==> config.mk <==
export PLATFORM = sky130hd
export DESIGN_NAME = matrix_sequencer
export DESIGN_NICKNAME = d
export VERILOG_FILES = /design/src/source/madam_consts.svh /design/src/source/madam_pkg.sv /design/src/source/matrix_sequencer.sv
export SDC_FILE = /design/constraint.sdc
export NUM_CORES = 1
export LEC_CHECK = 0
export BUFFER_PORTS_ARGS = -buffer_cell sky130_fd_sc_hd__buf_2
export CORE_AREA = 3 3 40 42
export DETAILED_ROUTE_END_ITERATION = 8
export DIE_AREA = 0 0 43 45
export PLACE_DENSITY = 0.6
export SYNTH_ARGS = -nofsm -noshare
export SYNTH_HDL_FRONTEND = slang
export SYNTH_SLANG_ARGS = --single-unit
==> constraint.sdc <==
create_clock -name clk_25m -period 2.2 [get_ports clk_25m]
set_clock_uncertainty 0.05 [all_clocks]
set_input_delay 0.11 -clock clk_25m [delete_from_list [all_inputs] [get_ports clk_25m]]
set_output_delay 0.11 -clock clk_25m [all_outputs]
set_load 0.01 [all_outputs]
==> src/source/madam_consts.svh <==
/*
 * MADAM constants shared by the RTL and the testbench.
 * register addresses on the 16-bit CPU bus, fixed read values,
 * reset values and the fixed-point fraction width of the matrix engine.
 */
`ifndef MADAM_CONSTS_SVH
`define MADAM_CONSTS_SVH

// fixed read values.
`define MADAM_REVISION		32'h01020000	// chip revision word.
`define MADAM_MSYSBITS		32'h00000029	// 2 MB DRAM, 1 MB VRAM.
`define MADAM_MCTL_RESET	32'h00002000	// dma enables out of reset.
`define MADAM_BAD_READ		32'hBADACCE5	// what an unmapped address returns.

// control and status registers.
`define ADDR_REVISION		16'h0000
`define ADDR_MSYSBITS		16'h0004
`define ADDR_MCTL			16'h0008
`define ADDR_SLTIME			16'h000C
`define ADDR_MSB_CHECK		16'h002C	// highest set bit finder.
`define ADDR_REGCTL0		16'h0130	// regctl1 to regctl3 follow at +4 steps.

// matrix engine window.
`define ADDR_MATRIX_BASE	16'h0600	// 16 words, row major.
`define ADDR_VECTOR_BASE	16'h0640	// 4 words.
`define ADDR_REZ_BASE		16'h0660	// 4 result words.
`define ADDR_MATRIX_CMD		16'h07FC	// command on write, busy on read.

// operands and results are 16.16 fixed point.
`define MATRIX_FRAC_BITS	16

// msb finder result for an all-zero word.
`define MSB_NONE			32'hFFFFFFFF

`endif

==> src/source/madam_pkg.sv <==
/*
 * MADAM types.
 * word_t       cpu and register word, also read signed as 16.16.
 * product_t    full signed product of two 16.16 words.
 * row_idx_t    matrix row and result index.
 * matrix_cmd_t matrix engine command codes.
 */
package madam_pkg;

	// one bus / register word.
	typedef logic [31:0] word_t;

	// 32x32 signed product, kept at full width.
	typedef logic signed [63:0] product_t;

	// picks one of four matrix rows or result words.
	typedef logic [1:0] row_idx_t;

	// low two bits written to the command register.
	typedef enum logic [1:0] {
		nop   = 2'd0,	// no operation.
		mul4  = 2'd1,	// 4x4 matrix times 4-vector.
		mul3  = 2'd2,	// 3x3 matrix times 3-vector.
		persp = 2'd3	// perspective divide, not built, acts as nop.
	} matrix_cmd_t;

endpackage

==> src/source/matrix_sequencer.sv <==
/*
 * Matrix command sequencer.
 * takes mul4 / mul3 when idle, issues one row per cycle,
 * and holds busy until the last result is written back.
 */
`timescale 1ns/1ps

module matrix_sequencer (
	input  logic                    clk_25m,
	input  logic                    reset_n,
	input  logic                    cmd_strobe,
	input  madam_pkg::matrix_cmd_t  cmd,
	output logic                    row_valid,
	output madam_pkg::row_idx_t     row_idx,
	output logic                    three_by_three,
	output logic                    busy
);

	madam_pkg::row_idx_t last_row;
	logic [2:0] step;	// edges since the command was taken.
	logic accept;

	assign last_row = three_by_three ? 2'd2 : 2'd3;
	assign accept   = cmd_strobe && !busy &&
		(cmd == madam_pkg::mul4 || cmd == madam_pkg::mul3);

	always_ff @(posedge clk_25m or negedge reset_n) begin
		if (!reset_n) begin
			row_valid      <= 1'b0;
			row_idx        <= '0;
			three_by_three <= 1'b0;
			busy           <= 1'b0;
			step           <= '0;
		end else if (accept) begin
			row_valid      <= 1'b1;	// row 0 goes out right away.
			row_idx        <= '0;
			three_by_three <= (cmd == madam_pkg::mul3);
			busy           <= 1'b1;
			step           <= '0;
		end else if (busy) begin
			step <= step + 3'd1;
			if (row_valid) begin
				if (row_idx == last_row)
					row_valid <= 1'b0;	// all rows issued.
				else
					row_idx <= row_idx + 2'd1;
			end
			// last row needs three more edges to land in rez.
			if (step == {1'b0, last_row} + 3'd2)
				busy <= 1'b0;
		end
	end

endmodule

# Yosys cells after proc, flatten, opt, wreduce, memory -nomap -nowiden
# Cells that the tools add are included.
# word_totals
inputBits	5
elab_cells	34
out_inout_bits	5
regBits	8
# op_classes
n_eq_ne	5
n_mux	14
n_addsub	3
reduce_logical	7
# ops
cell	count
two-way mux 1 bit	8
two-way mux 2 bit	4
two-way mux 3 bit	2
nonzero test 2 bit	2
adder 2 x 2 -> 3 bit, second input constant	1
adder 3 x 1 -> 3 bit, second input constant	1
== test 3 bit	1
AND reduction 3 bit	1
adder 2 x 1 -> 2 bit, second input constant	1
== test 2 x 1 -> 1 bit, second input constant	1
== test 2 bit	1
== test 2 bit, second input constant	1
logical AND 1 bit	2
!= test 2 bit, second input constant	1
logical NOT 1 bit	1
logical OR 1 bit	1

# Longest topological paths before layout
# depth
word_depth	6
depth_mapped	5
mapped_depth_nobuf	5

# Worst setup path after synthesis
# OpenSTA, ideal clock, no wires.
# synth_timing
kind	in2reg
start	input cmd[0]
end	register three_by_three
slack_ns	1.036
n_path_buf	0
required_ns	2.023
setup_time_ns	0.127
cell_stages	5
t_arrival_ns	0.986
cell_sequence	inv_1 > ha_1 > nand2b_4 > nor2_1 > mux2_1
# synth_between
elab_chain_cells	3
elab_cells_between_ends	4
classes_between	eq/ne: 2; reduce/logical: 2
# synth_lines
element	line_no	text
from (decl)	matrix_sequencer.sv:12	input madam_pkg::matrix_cmd_t cmd,
== test 2 x 1 -> 1 bit or == test 2 bit (tied branches)	matrix_sequencer.sv:25, matrix_sequencer.sv:37	
logical OR 1 bit	matrix_sequencer.sv:25	(cmd == madam_pkg::mul4 || cmd == madam_pkg::mul3);
logical AND 1 bit	matrix_sequencer.sv:24	assign accept = cmd_strobe && !busy &&
to (signal assigned)	matrix_sequencer.sv:37	three_by_three <= (cmd == madam_pkg::mul3);
to (decl)	matrix_sequencer.sv:15	output logic three_by_three,
# Parallel ways exist; a longest one is shown, timed or not.
# A chain may end at the register's enable or synchronous reset.

# Worst setup path in the final report
# layout_timing
start	register busy
end	output busy
# layout_lines
element	line_no	text
from (decl)	matrix_sequencer.sv:16	output logic busy
from (signal assigned)	matrix_sequencer.sv:32	busy <= 1'b0;
from (signal assigned)	matrix_sequencer.sv:38	busy <= 1'b1;
from (signal assigned)	matrix_sequencer.sv:50	busy <= 1'b0;
# No word-level cell between the ends.

==> impl_metrics.tcl <==
set metrics [dict create \
    cts-buffers-inserted 3 \
    status "finished, final reports clean" \
    ys.warnings.count 0 \
    final-setup-viol-count 0 \
    avgSynthCellArea_um2 9.26 \
    core_mm2 0.00128 \
    grt_pass1_wl_um 1410 \
    seq_area_um2 200 \
    drt_pass1_iterations 4 \
    initial_core_util_pct 32.4 \
    ys_ff_latch 8 \
    drive_gt1_share_pct 22.8 \
    layout.cells.most_common "buf_2" \
    leakage_nw 0.251 \
    drtAntennaViolNets 0 \
    vdd_drop_max_mv 0.379 \
    cp_max_fo 13 \
    cp_num_buf_inv 1 \
    post_drt_wl_per_cell_um 11.0 \
    multi_input_area_um2 204 \
    clockBufferDepth 2 \
    grt_start_max_net_pins 14 \
    cp.required_ns 2.04 \
    cts-root-buf "clkbuf_4" \
    grt_usage_pct 10.8 \
    via_count 349 \
    critPathMaxStageDelay_ns 0.56 \
    yosysTopAreaCell "dfrtp_1" \
    hold_viol 0 \
    drc 0 \
    dpl-instance-area_um2 475 \
    cts_sinks 8 \
    htree_levels 1 \
    fin_crit_ns 1.18 \
    slew_headroom_pct 75.5 \
    yosys-top-cells-area "dfrtp_1 (48%), nand2_1 (7.2%), a21oi_1 (6.0%), ha_1 (6.0%), o21ai_0 (4.8%)" \
    io_pins 10 \
    setup_tns_ns 0 \
    viasPerCell 4.85 \
    fillers 140 \
    ctsResizeCount 0 \
    period_share_pct 53.5 \
    crit_family "flip-flops" \
    yosysSeqAreaShare_pct 48.0 \
    area_growth_pct 21.9 \
    post_cts_buffers 0 \
    ys_types 17 \
    wirelength_um 795 \
    slew_viol_final 0 \
    drt_iter0_drc 8 \
    maxCapViolCount 0 \
    p_per_area_mw_per_mm2 1370 \
    nets 66 \
    critPathKind "reg2out" \
    yosysTopAreaCellShare_pct 48.0 \
    crit_path_cell_trace "buf_2" \
    die_y_um 45 \
    placedCellCount 68 \
    stdcell_count 72 \
    final_cell_mix "buf_2 (9), nand2_1 (8), dfrtp_1 (8)" \
    diodes 0 \
    antenna_found_initial 0 \
    grt_remaining_overflow 0 \
    critical_path.startpoint_type "flop" \
    syn-num-nets 52 \
    min-delay-start "cmd_strobe" \
    max_freq_ghz 0.850 \
    dieArea_mm2 0.00194 \
    tightest_slew_ns 0.368 \
    numPortBuffers 9 \
    rsz0062_at_grt "no" \
    startpoint "busy$_DFF_PN0_" \
    cp_slowest_cell "dfrtp_1" \
    crit_path_end_kind "primary output" \
    clock_latency_ns 0.25 \
    num_rows 13 \
    clk_pin_slew_ns 0.05 \
    rr_startpoint "busy$_DFF_PN0_" \
    gp_congestion 0.758 \
    postLayoutCellArea_um2 508 \
    grt_pass1_vias 320 \
    fp.dieW_um 43 \
    cts_tree "done" \
    syn_inst 45 \
    critPathArrivalTime_ns 1.02 \
    syn_area_um2 417 \
    min_path_type "in2reg" \
]
-- metrics by stage --
step	util (%)	total power, W	setup WS [ns]	hold WS [ns]
6_report	39.5	0.000695	1.02	0.137
5_1_grt	39.5	0.000771	0.942	0.149
4_1_cts	39.5	0.000707	1.02	0.140
3_5_place_dp	37.0	0.000590	0.898	-0.0871
3_3_place_gp	37.0	0.000581	0.909	-0.0861
2_1_floorplan	-	0.000501	1.04	-0.236
-- worst min-delay path: stages --
cell and delay (ns):
buf_2 0.12, nand2b_4 0.10, a21oi_1 0.07
-- final cells by class --
cell class / count / area share, %
Clock buffer: 3 / 4.43
Multi-Input combinational cell: 34 / 40.1
Inverter: 2 / 1.48
Tap cell: 15 / 3.69
Sequential cell: 8 / 39.4
Timing Repair Buffer: 10 / 10.8
-- cells in the mapped netlist --
cell type,count
xnor2_1,1
nand2b_4,1
buf_2,1
mux2_1,1
nor3_1,2
nor2_1,2
ha_1,2
inv_1,2
xor2_1,2
o22ai_1,1
nand3_1,2
nor2b_1,2
nand2_1,8
dfrtp_1,8
a21oi_1,5
o21ai_0,4
a31oi_1,1
-- path summary, 6_finish.rpt --
| kind | endpoint | slack [ns] | depth (start not counted) |
|---|---|---|---|
| setup / recovery | busy | 1.02 | 1 |
| hold / removal | busy$_DFF_PN0_ | 0.14 | 3 |
| setup reg to reg | three_by_three$_DFFE_PN0P_ | 1.04 | 2 |
| hold reg to reg | step[0]$_DFFE_PN0P_ | 0.49 | 1 |
| max in group asynchronous | three_by_three$_DFFE_PN0P_ | 1.76 | 2 |
| min in group asynchronous | step[2]$_DFFE_PN0P_ | 0.18 | 2 |
-- state kept, by name (all words and copies together) (netlist names) --
signal and flops:
step 3, row_idx 2, busy 1, three_by_three 1
row_valid 1
-- logic make-up after synthesis --
kind of cell	after synthesis	synth area share [%]
XOR/XNOR	3	6.31
adder cells (fa/ha/maj)	2	6.01
multiplexers	1	2.70
AO/OA/AOI/OAI	11	13.8
flip-flops	8	48.0
AND/OR/NAND/NOR	17	20.1
buffers and inverters	3	3.00
-- power breakdown --
| group | total [W] | internal, W | leakage, nW | switching [W] |
|---|---|---|---|---|
| Sequential | 0.000326 | 0.000219 | 0.0963 | 0.000107 |
| Clock | 0.000111 | 0.0000623 | 0.0138 | 0.0000485 |
| Combinational | 0.000258 | 0.000132 | 0.141 | 0.000126 |
| Total | 0.000695 | 0.000414 | 0.251 | 0.000281 |
-- per-layer routing --
| metal | wire length (um) | vias up | GRT usage (%) |
|---|---|---|---|
| li1 | - | 178 | - |
| met1 | 390 | 156 | 13.1 |
| met2 | 319 | 11 | 13.8 |
| met3 | 45 | 4 | 4.78 |
| met4 | 39 | 0 | 10.8 |
| met5 | 0 | - | 0 |
-- repair_timing --
item                                    4_1_cts  5_1_grt
endpoints found under the setup margin        0        0
hold buffers                                  1        0
hold endpoints to repair                      8        0
(Power assumes the default switching activity.)
