<file path="config.mk">
export PLATFORM = sky130hd
export DESIGN_NAME = madam_regs
export DESIGN_NICKNAME = d
export VERILOG_FILES = /design/src/source/madam_pkg.sv /design/src/source/madam_regs.sv
export VERILOG_INCLUDE_DIRS = /design/src /design/src/source
export SDC_FILE = /design/constraint.sdc
export NUM_CORES = 2
export LEC_CHECK = 0
export BUFFER_PORTS_ARGS = -buffer_cell sky130_fd_sc_hd__buf_4
export CAP_MARGIN = 20
export CORE_ASPECT_RATIO = 1.25
export CORE_UTILIZATION = 30
export CTS_CLUSTER_SIZE = 25
export DETAILED_ROUTE_END_ITERATION = 8
export GPL_TIMING_DRIVEN = 0
export SLEW_MARGIN = 20
export SYNTH_ARGS = -nofsm -noshare
export SYNTH_HDL_FRONTEND = slang
export SYNTH_SLANG_ARGS = --single-unit
</file>
<file path="constraint.sdc">
create_clock -name clk_25m -period 4.6 [get_ports clk_25m]
set_input_delay 0.92 -clock clk_25m [delete_from_list [all_inputs] [get_ports clk_25m]]
set_output_delay 0.92 -clock clk_25m [all_outputs]
set_load 0.005 [all_outputs]
</file>
<file path="src/source/madam_consts.svh">
/*
 * MADAM constants shared by the RTL and the testbench.
 * register addresses on the 16-bit CPU bus, fixed read values,
 * reset values and the fixed-point fraction width of the matrix engine.
 */
`ifndef MADAM_CONSTS_SVH
`define MADAM_CONSTS_SVH

// fixed read values.
`define MADAM_REVISION		32'h01020000	// chip revision word.
`define MADAM_MSYSBITS		32'h00000029	// 2 MB DRAM, 1 MB VRAM.
`define MADAM_MCTL_RESET	32'h00002000	// dma enables out of reset.
`define MADAM_BAD_READ		32'hBADACCE5	// what an unmapped address returns.

// control and status registers.
`define ADDR_REVISION		16'h0000
`define ADDR_MSYSBITS		16'h0004
`define ADDR_MCTL			16'h0008
`define ADDR_SLTIME			16'h000C
`define ADDR_MSB_CHECK		16'h002C	// highest set bit finder.
`define ADDR_REGCTL0		16'h0130	// regctl1 to regctl3 follow at +4 steps.

// matrix engine window.
`define ADDR_MATRIX_BASE	16'h0600	// 16 words, row major.
`define ADDR_VECTOR_BASE	16'h0640	// 4 words.
`define ADDR_REZ_BASE		16'h0660	// 4 result words.
`define ADDR_MATRIX_CMD		16'h07FC	// command on write, busy on read.

// operands and results are 16.16 fixed point.
`define MATRIX_FRAC_BITS	16

// msb finder result for an all-zero word.
`define MSB_NONE			32'hFFFFFFFF

`endif

</file>
<file path="src/source/madam_pkg.sv">
/*
 * MADAM types.
 * word_t       cpu and register word, also read signed as 16.16.
 * product_t    full signed product of two 16.16 words.
 * row_idx_t    matrix row and result index.
 * matrix_cmd_t matrix engine command codes.
 */
package madam_pkg;

	// one bus / register word.
	typedef logic [31:0] word_t;

	// 32x32 signed product, kept at full width.
	typedef logic signed [63:0] product_t;

	// picks one of four matrix rows or result words.
	typedef logic [1:0] row_idx_t;

	// low two bits written to the command register.
	typedef enum logic [1:0] {
		nop   = 2'd0,	// no operation.
		mul4  = 2'd1,	// 4x4 matrix times 4-vector.
		mul3  = 2'd2,	// 3x3 matrix times 3-vector.
		persp = 2'd3	// perspective divide, not built, acts as nop.
	} matrix_cmd_t;

endpackage

</file>
<file path="src/source/madam_regs.sv">
/*
 * MADAM register block.
 * cpu write decode and register storage, combinational read mux,
 * msb finder, command strobe to the sequencer, operand row select
 * for the multiply pipeline and result write-back.
 */
`timescale 1ns/1ps
`include "madam_consts.svh"

module madam_regs (
	input  logic                    clk_25m,
	input  logic                    reset_n,
	input  logic [15:0]             cpu_addr,
	input  madam_pkg::word_t        cpu_din,
	input  logic                    cpu_wr,
	output madam_pkg::word_t        cpu_dout,
	output logic                    cmd_strobe,	// one cycle after a 0x7FC write.
	output madam_pkg::matrix_cmd_t  cmd,
	input  logic                    busy,
	input  madam_pkg::row_idx_t     row_idx,
	output madam_pkg::word_t        row_m0,
	output madam_pkg::word_t        row_m1,
	output madam_pkg::word_t        row_m2,
	output madam_pkg::word_t        row_m3,
	output madam_pkg::word_t        vec0,
	output madam_pkg::word_t        vec1,
	output madam_pkg::word_t        vec2,
	output madam_pkg::word_t        vec3,
	input  logic                    rez_valid,
	input  madam_pkg::row_idx_t     rez_idx,
	input  madam_pkg::word_t        rez_value
);

	// window masks keep the page bits and the byte lane but drop the word index.
	localparam logic [15:0] MATRIX_MASK = 16'hFFC3;
	localparam logic [15:0] VECTOR_MASK = 16'hFFF3;

	madam_pkg::word_t sltime;
	madam_pkg::word_t msb_check;	// word searched by the msb finder.
	madam_pkg::word_t regctl [4];
	madam_pkg::word_t matrix [16];	// m00..m33 in row major order.
	madam_pkg::word_t vector [4];
	madam_pkg::word_t rez [4];		// written by the pipeline only.
	madam_pkg::word_t msb_index;

	logic matrix_hit;
	logic vector_hit;
	logic rez_hit;

	assign matrix_hit = (cpu_addr & MATRIX_MASK) == `ADDR_MATRIX_BASE;
	assign vector_hit = (cpu_addr & VECTOR_MASK) == `ADDR_VECTOR_BASE;
	assign rez_hit    = (cpu_addr & VECTOR_MASK) == `ADDR_REZ_BASE;

	always_ff @(posedge clk_25m or negedge reset_n) begin
		if (!reset_n) begin
			sltime     <= '0;
			msb_check  <= '0;
			cmd_strobe <= 1'b0;
			cmd        <= madam_pkg::nop;
			for (int i = 0; i < 4; i++) begin
				regctl[i] <= '0;
				vector[i] <= '0;
				rez[i]    <= '0;
			end
			for (int i = 0; i < 16; i++) begin
				matrix[i] <= '0;
			end
		end else begin
			cmd_strobe <= 1'b0;	// strobe lasts a single cycle.
			if (cpu_wr) begin
				case (cpu_addr)
					`ADDR_SLTIME:             sltime    <= cpu_din;
					`ADDR_MSB_CHECK:          msb_check <= cpu_din;
					`ADDR_REGCTL0:            regctl[0] <= cpu_din;
					`ADDR_REGCTL0 + 16'd4:    regctl[1] <= cpu_din;
					`ADDR_REGCTL0 + 16'd8:    regctl[2] <= cpu_din;
					`ADDR_REGCTL0 + 16'd12:   regctl[3] <= cpu_din;
					`ADDR_MATRIX_CMD: begin
						// the sequencer decides whether the command is taken.
						cmd_strobe <= 1'b1;
						cmd        <= madam_pkg::matrix_cmd_t'(cpu_din[1:0]);
					end
					default: begin
						if (matrix_hit)
							matrix[cpu_addr[5:2]] <= cpu_din;
						else if (vector_hit)
							vector[cpu_addr[3:2]] <= cpu_din;
						// revision, msysbits, mctl, rez and holes drop the write.
					end
				endcase
			end
			if (rez_valid)
				rez[rez_idx] <= rez_value;	// result write-back.
		end
	end

	// msb finder scans upward so the highest set bit wins.
	always_comb begin
		msb_index = `MSB_NONE;
		for (int i = 0; i < 32; i++) begin
			if (msb_check[i])
				msb_index = madam_pkg::word_t'(i);
		end
	end

	// operands for the row being issued.
	assign row_m0 = matrix[{row_idx, 2'd0}];
	assign row_m1 = matrix[{row_idx, 2'd1}];
	assign row_m2 = matrix[{row_idx, 2'd2}];
	assign row_m3 = matrix[{row_idx, 2'd3}];
	assign vec0   = vector[0];	// same vector for every row.
	assign vec1   = vector[1];
	assign vec2   = vector[2];
	assign vec3   = vector[3];

	// read mux follows cpu_addr without a clock.
	always_comb begin
		cpu_dout = `MADAM_BAD_READ;
		case (cpu_addr)
			`ADDR_REVISION:           cpu_dout = `MADAM_REVISION;
			`ADDR_MSYSBITS:           cpu_dout = `MADAM_MSYSBITS;
			`ADDR_MCTL:               cpu_dout = `MADAM_MCTL_RESET;	// read only.
			`ADDR_SLTIME:             cpu_dout = sltime;
			`ADDR_MSB_CHECK:          cpu_dout = msb_index;
			`ADDR_REGCTL0:            cpu_dout = regctl[0];
			`ADDR_REGCTL0 + 16'd4:    cpu_dout = regctl[1];
			`ADDR_REGCTL0 + 16'd8:    cpu_dout = regctl[2];
			`ADDR_REGCTL0 + 16'd12:   cpu_dout = regctl[3];
			`ADDR_MATRIX_CMD:         cpu_dout = {31'd0, busy};	// 0 once the engine is done.
			default: begin
				if (matrix_hit)
					cpu_dout = matrix[cpu_addr[5:2]];
				else if (vector_hit)
					cpu_dout = vector[cpu_addr[3:2]];
				else if (rez_hit)
					cpu_dout = rez[cpu_addr[3:2]];
			end
		endcase
	end

endmodule

</file>
# After elaboration in Yosys (flattened, before gate mapping)
# Index checks and enable logic that the tools add are counted.
[op_classes] eq_ne=12 n_reduce_logical=14 magnitude_cmp=10 bitwise_logic=9 mux=68
[ops] op="2-to-1 mux 32 bit" count=52
[ops] op="binary-select mux 32 bit (select 4 bit)" count=5
[ops] op="bitwise mux 512 bit" count=1
[ops] op="case mux 32 bit (10 select lines)" count=1
[ops] op="bitwise mux 128 bit" count=2
[ops] op="binary-select mux 32 bit (select 2 bit)" count=2
[ops] op="demux 32 bit (select 2 bit)" count=2
[ops] op="demux 32 bit (select 4 bit)" count=1
[ops] op="equality test 16 x 9 -> 1 bit (second input constant)" count=4
[ops] op="equality test 16 x 4 -> 1 bit (second input constant)" count=2
[ops] op="equality test 14 x 9 -> 1 bit (second input constant)" count=2
[ops] op="greater-or-equal comparator 5 bit (second input constant)" count=5
[ops] op="NOT 4 -> 5 bit" count=5
[ops] op="equality test 16 x 11 -> 1 bit (second input constant)" count=1
[ops] op="equality test 16 x 3 -> 1 bit (second input constant)" count=1
[ops] op="equality test 16 x 6 -> 1 bit (second input constant)" count=1
[ops] op="logical NOT 16 bit" count=1
[ops] op="AND reduction 2 bit" count=7
[ops] op="equality test 12 x 7 -> 1 bit (second input constant)" count=1
[ops] op="OR reduction 7 bit" count=1
[ops] op="greater-or-equal comparator 3 bit (second input constant)" count=2
[ops] op="less-than comparator 3 x 1 -> 1 bit (second input constant)" count=2
[ops] op="NOT 2 -> 3 bit" count=2
[ops] op="less-than comparator 5 x 1 -> 1 bit (second input constant)" count=1
[ops] op="5 further kinds" count=9
[totals] out_inout_bits=291 register_bits=963 wordCells=145

# Logic depth before layout (Yosys ltp)
[depth] word_depth=33 depth_mapped=9 depth_no_buf=6

# Worst setup path before layout
# OpenSTA, ideal clock, no wires.
[synth_timing] path_type="input to output" start="input cpu_addr[2]" end="output cpu_dout[11]" t_arrival_ns=2.998 path_buffers=4 cell_stages=7 required_time_ns=3.680 setup_slack_ns=0.682 cell_sequence="clkbuf_1 buf_2 buf_2 buf_1 mux4_2 a22o_1 o21a_1"
[synth_via] elab_chain_cells=8 word_cells_on_any_way=25 classes_between="eq/ne: 9; mux: 13; bitwise: 2; reduce/logical: 1"
[synth_lines] item="start: declaration" line_no="madam_regs.sv:13" text="input logic [15:0] cpu_addr,"
[synth_lines] item="NOT 2 -> 3 bit (implied by the code)" line_no="madam_regs.sv:134, madam_regs.sv:136"
[synth_lines] item="binary-select mux 32 bit (select 2 bit)" line_no="madam_regs.sv:136" text="cpu_dout = rez[cpu_addr[3:2]];"
[synth_lines] item="2-to-1 mux 32 bit (implied by the code) (2 in series)" line_no="madam_regs.sv:136"
[synth_lines] item="2-to-1 mux 32 bit" line_no="madam_regs.sv:135" text="else if (rez_hit)"
[synth_lines] item="2-to-1 mux 32 bit" line_no="madam_regs.sv:133" text="else if (vector_hit)"
[synth_lines] item="2-to-1 mux 32 bit" line_no="madam_regs.sv:131" text="if (matrix_hit)"
[synth_lines] item="case mux 32 bit (10 select lines) *" line_no="madam_regs.sv:119" text="case (cpu_addr)"
[synth_lines] item="end: declaration" line_no="madam_regs.sv:16" text="output madam_pkg::word_t cpu_dout,"
# Every way passes the cells marked *; elsewhere a longest branch is shown, timed or not. The select of a mux whose other input is x is not followed.

# Final worst setup path
[layout_timing] start="input cpu_addr[2]" end="output cpu_dout[0]"
# Same word-level chain as after synthesis.

==> results list <==
- The run finished, with violations left.
- The checks that failed: negative setup slack.
- Counting the fill cells in the layout gives ~15000.
- Weighted congestion at the end of routability-driven global placement: between 0.9 and 1
- In this run, the number of DRC markers left after iteration 0 of detailed routing was about 3600.
* Maximum achievable frequency: roughly 210 MHz
* Power density over cell area: roughly 330 nW/um2
* Max-cap violations: 0
* Met1 usage: 30.5%
- The design draws 18.7 mW.
* Top-Level Pins: 380
- Number of buffers created by CTS: 102
- After global routing, the most crowded layer is met2.
* Placement row count: 161
- Data on the critical path is required at its endpoint by 3.68 ns.
* Worst slack, placed: -1.99 ns
- Initial antenna violation count: 32
- Latest clock arrival within the worst-skew pair: around 0.72 ns
- Largest fanout of any net on the critical path: 10
- Once the floorplan was initialized, standard cells occupied 30.2% of the core.
- Sequential cells were found to cover 51.8% of the synthesized design area.
- Number of design rule violations left after detail routing: 0
* Number of synthesized flops with an enable pin: 0
- Avg Vias per Cell: 5.68
- Of all flip-flops after synthesis, the portion carrying an async set or reset was 100%.
* Maximum VDD drop: 287 uV
- Setup violations remaining at the end of the flow were counted as 7.
- CTS clock-pin slew for the worst setup and hold paths: 0.06 ns
- Entering global routing, the biggest net connects 148 pins.
- Critical Path Start: cpu_addr[2]
* Placeable Area: 154000 um2
* Fin. Hold Viols: 0
* Number of buffers inserted for hold repair after clock tree synthesis: 0
- Post-synthesis net count: 3017
- Overall Global Routing Usage: 24.3%
* X dimension of the die: 354 um
* Slew margin rel.: 17.2%
- Final critical-path setup slack: -0.0999 ns
- In this run the worst hold path is classified as in2async.
- Mean Syn Cell Area: about 16 um2
* Met3 Usage GRT: 7.21%
* Synthesized instance count: around 2900
- The routed design could run at a clock period as short as 4.70 ns.
- Worst reg2reg path startpoint: msb_check[15]
- Total wirelength of the detailed-routed design: 193 mm
* Internal power contribution: 14.0 mW
- Combinational cells account for under 10% of the total power.
* Sequential share of power: 47.1%
- STA classifies the critical path endpoint as an output pin.
- The analysis attributes to cell leakage a power of 26.5 nW.
- The first TritonRoute pass finished after 5 iterations.
* Share of cells above drive strength 1: 55.1%
- Sequential cell area: approximately 24000 um2
- Detail Placement HPWL: 140 mm
* Clock root buffer master: clkbuf_16
- Crit Path Category: in2out
* Kind of start point of the critical path: input pin
- Clock sink count: ~960
* Placed Instances: 5355
- At the end of the flow, the number of nets in the layout was roughly 3500.
* Max Root-Sink Buffers: 3
- Arrival time of the worst setup path: 3.78 ns
- The critical path goes through clkbuf_1, buf_2, buf_2, mux4_2, a22oi_1, nand4_1, o221ai_1, a21oi_1, buf_4.
* Total vias in the final route: 31600
- Routed wirelength normalized by instance count: about 35 um
* Post-layout instance count excluding filler cells: 5559
- In this run the vertical extent of the chip is approximately 440 um.
- ANT nets after route: 0
* TritonCTS clock tree: yes
- Top FF cell, synth: dfrtp_1
* Proportion of power drawn by the clock network: 45.3%
- Die outline area: between 150000 and 200000 um2
- At the pin with the least slew margin, the transition time is 1.24 ns.
- The number of global-route vias before repair is 32200.
* Critical-path cell with the highest stage delay: buf_2
- The most numerous cell type found on the critical path is buf_2.
* Sw frac: 25.1%
- First-pass GRT wire length: 265 mm
- Overall overflow remaining after global route: 0
- Total area of multi-input combinational cells: between 20000 and 25000 um2
- H-Tree Depth: 3
- For this run, the number of Yosys warnings is 0.
- The count of buffers added on input and output ports is 375.
- Area Overhead vs Synth: 20.9%
- Seq cells post-synth: 963
- Setup total negative slack on the finished layout was measured at -0.278 ns.
- The analysis attributes to net switching a power of roughly 4.7 mW.
- Ratio of final minimum period to clock period: 102%
- Setup repair after global routing could not meet its margin everywhere.
- Met2 usage in global routing: 37.3%
- The largest single stage delay on the critical path is 0.70 ns.
* Worst clock skew: 0 ns
* Post-Synthesis Cell Area: approximately 47000 um2
- The number of max-slew violations in the final report is 0.
* Post-synth cell types: 52
## power by group through the flow
stage / sequential (mW) / clock [mW] / combinational [mW]
floorplan: 8.91 / 0 / 0.666
global placement: 8.93 / 0 / 1.33
detailed placement: 8.94 / 0 / 1.39
CTS: 8.79 / 8.54 / 1.42
global route: 8.81 / 8.85 / 1.49
finish: 8.79 / 8.46 / 1.42
## cell usage in the layout, fill, tap and decap left out, drive strengths merged, types with 9 or more instances in the layout
cell	netlist	layout
o22ai	22	22
nor4	19	19
nor2b	11	11
nand2	34	34
clkinv	0	26
a21oi	22	22
nor2	34	34
nor3	11	11
nand3	24	24
nand4	9	9
a22o	25	25
o21a	12	12
mux2i	46	46
a221oi	23	23
a22oi	13	13
mux4	351	351
dfrtp	963	963
mux2	962	962
clkbuf	143	302
buf	125	521
## final cells by class
type / instances / share of cell area, %
clock buffer: 158 / 5.34
buffer: 267 / 2.39
timing repair buffer: 398 / 5.73
antenna: 6 / 0.0267
inverter: 5 / 0.0334
multi-input combinational: 1692 / 38.5
tap: 2037 / 4.53
sequential: 963 / 42.9
clock inverter: 33 / 0.630
## state kept, by name, summed over array words and instances (netlist names)
name and count:
rez 128, vec2 32, sltime 32, msb_check 32
matrix 512, cmd_strobe 1, regctl 128, cmd 2
vec1 32, vec3 32, vec0 32
## cells in the mapped netlist (all sizes together) (2+ instances only)
| library cell | number | area share [%] |
|---|---|---|
| o31ai | 6 | 0.097 |
| or3 | 2 | 0.027 |
| and3 | 3 | 0.040 |
| o22a | 4 | 0.075 |
| mux4 | 351 | 17 |
| o21ai | 7 | 0.075 |
| o22ai | 22 | 0.30 |
| a221o | 2 | 0.043 |
| a21oi | 22 | 0.24 |
| mux2i | 46 | 0.99 |
| nand3b | 3 | 0.048 |
| a31oi | 7 | 0.094 |
| nor4 | 19 | 0.34 |
| a22oi | 13 | 0.21 |
| nor3b | 2 | 0.032 |
| nand3 | 24 | 0.26 |
| a221oi | 23 | 0.43 |
| nor3 | 11 | 0.12 |
| nand4b | 3 | 0.056 |
| o21bai | 2 | 0.032 |
| o221ai | 3 | 0.056 |
| or2 | 2 | 0.027 |
| and2 | 3 | 0.040 |
| a211oi | 5 | 0.081 |
| nand4 | 9 | 0.12 |
| nor2 | 34 | 0.27 |
| or4 | 4 | 0.065 |
| dfrtp | 963 | 52 |
| o21a | 12 | 0.19 |
| nor2b | 11 | 0.15 |
| buf | 125 | 1.2 |
| a22o | 25 | 0.47 |
| a2111oi | 4 | 0.075 |
| nand2 | 34 | 0.27 |
| nand2b | 2 | 0.027 |
| clkbuf | 143 | 1.2 |
| inv | 5 | 0.040 |
| mux2 | 962 | 23 |
## worst paths after layout
check / endpoint / slack (ns) / cells after the start
max: cpu_dout[0] / -0.1 / 9
min: vec2[1] / 0.08 / 1
max reg2reg: msb_check[15] / 3.72 / 1
min reg2reg: regctl[51] / 0.49 / 1
max in group asynchronous: matrix[51] / 1.72 / 5
min in group clk_25m: rez[46] / 0.44 / 2
## logic make-up (layout without fill, tap and decap cells)
group / Yosys count / count (layout) / share of synthesized area, %
other cells: 0 / 6 / 0
simple gates: 167 / 167 / 1.92
mux: 1359 / 1359 / 41.3
buf+inv: 273 / 861 / 2.37
compound gates: 166 / 166 / 2.64
flops: 963 / 963 / 51.8
## metrics by stage
step / hold WS, ns / util (%) / cell area [um2]
6_report: 0.0806 / 36.5 / 56200
5_1_grt: 0.109 / 36.5 / 56200
4_1_cts: 0.0741 / 36.5 / 56100
3_5_place_dp: 0.476 / 34.0 / 52300
3_3_place_gp: 0.468 / 33.7 / 51900
2_1_floorplan: 0.459 / - / 46500
## layer usage
layer	share of wire (%)	vias to the layer above	wire length [um]
met5	0.11	-	208
met4	6.1	32	11800
met3	9.5	496	18400
met2	45	1696	87600
met1	39	17000	74600
li1	-	12300	-
## repair_timing
action / 4_1_cts / 5_1_grt
setup buffers: 6 / 1
pin swaps: 5 / 2
setup endpoints to repair: 32 / 23
resized for setup: 133 / 22
## critical path, delay by kind of cell
kind | cells | cell delay, ns
multiplexers | 1 | 0.60
AO/OA/AOI/OAI | 3 | 0.53
AND/OR/NAND/NOR | 1 | 0.35
buffers and inverters | 4 | 1.38
(Power assumes the default switching activity.)
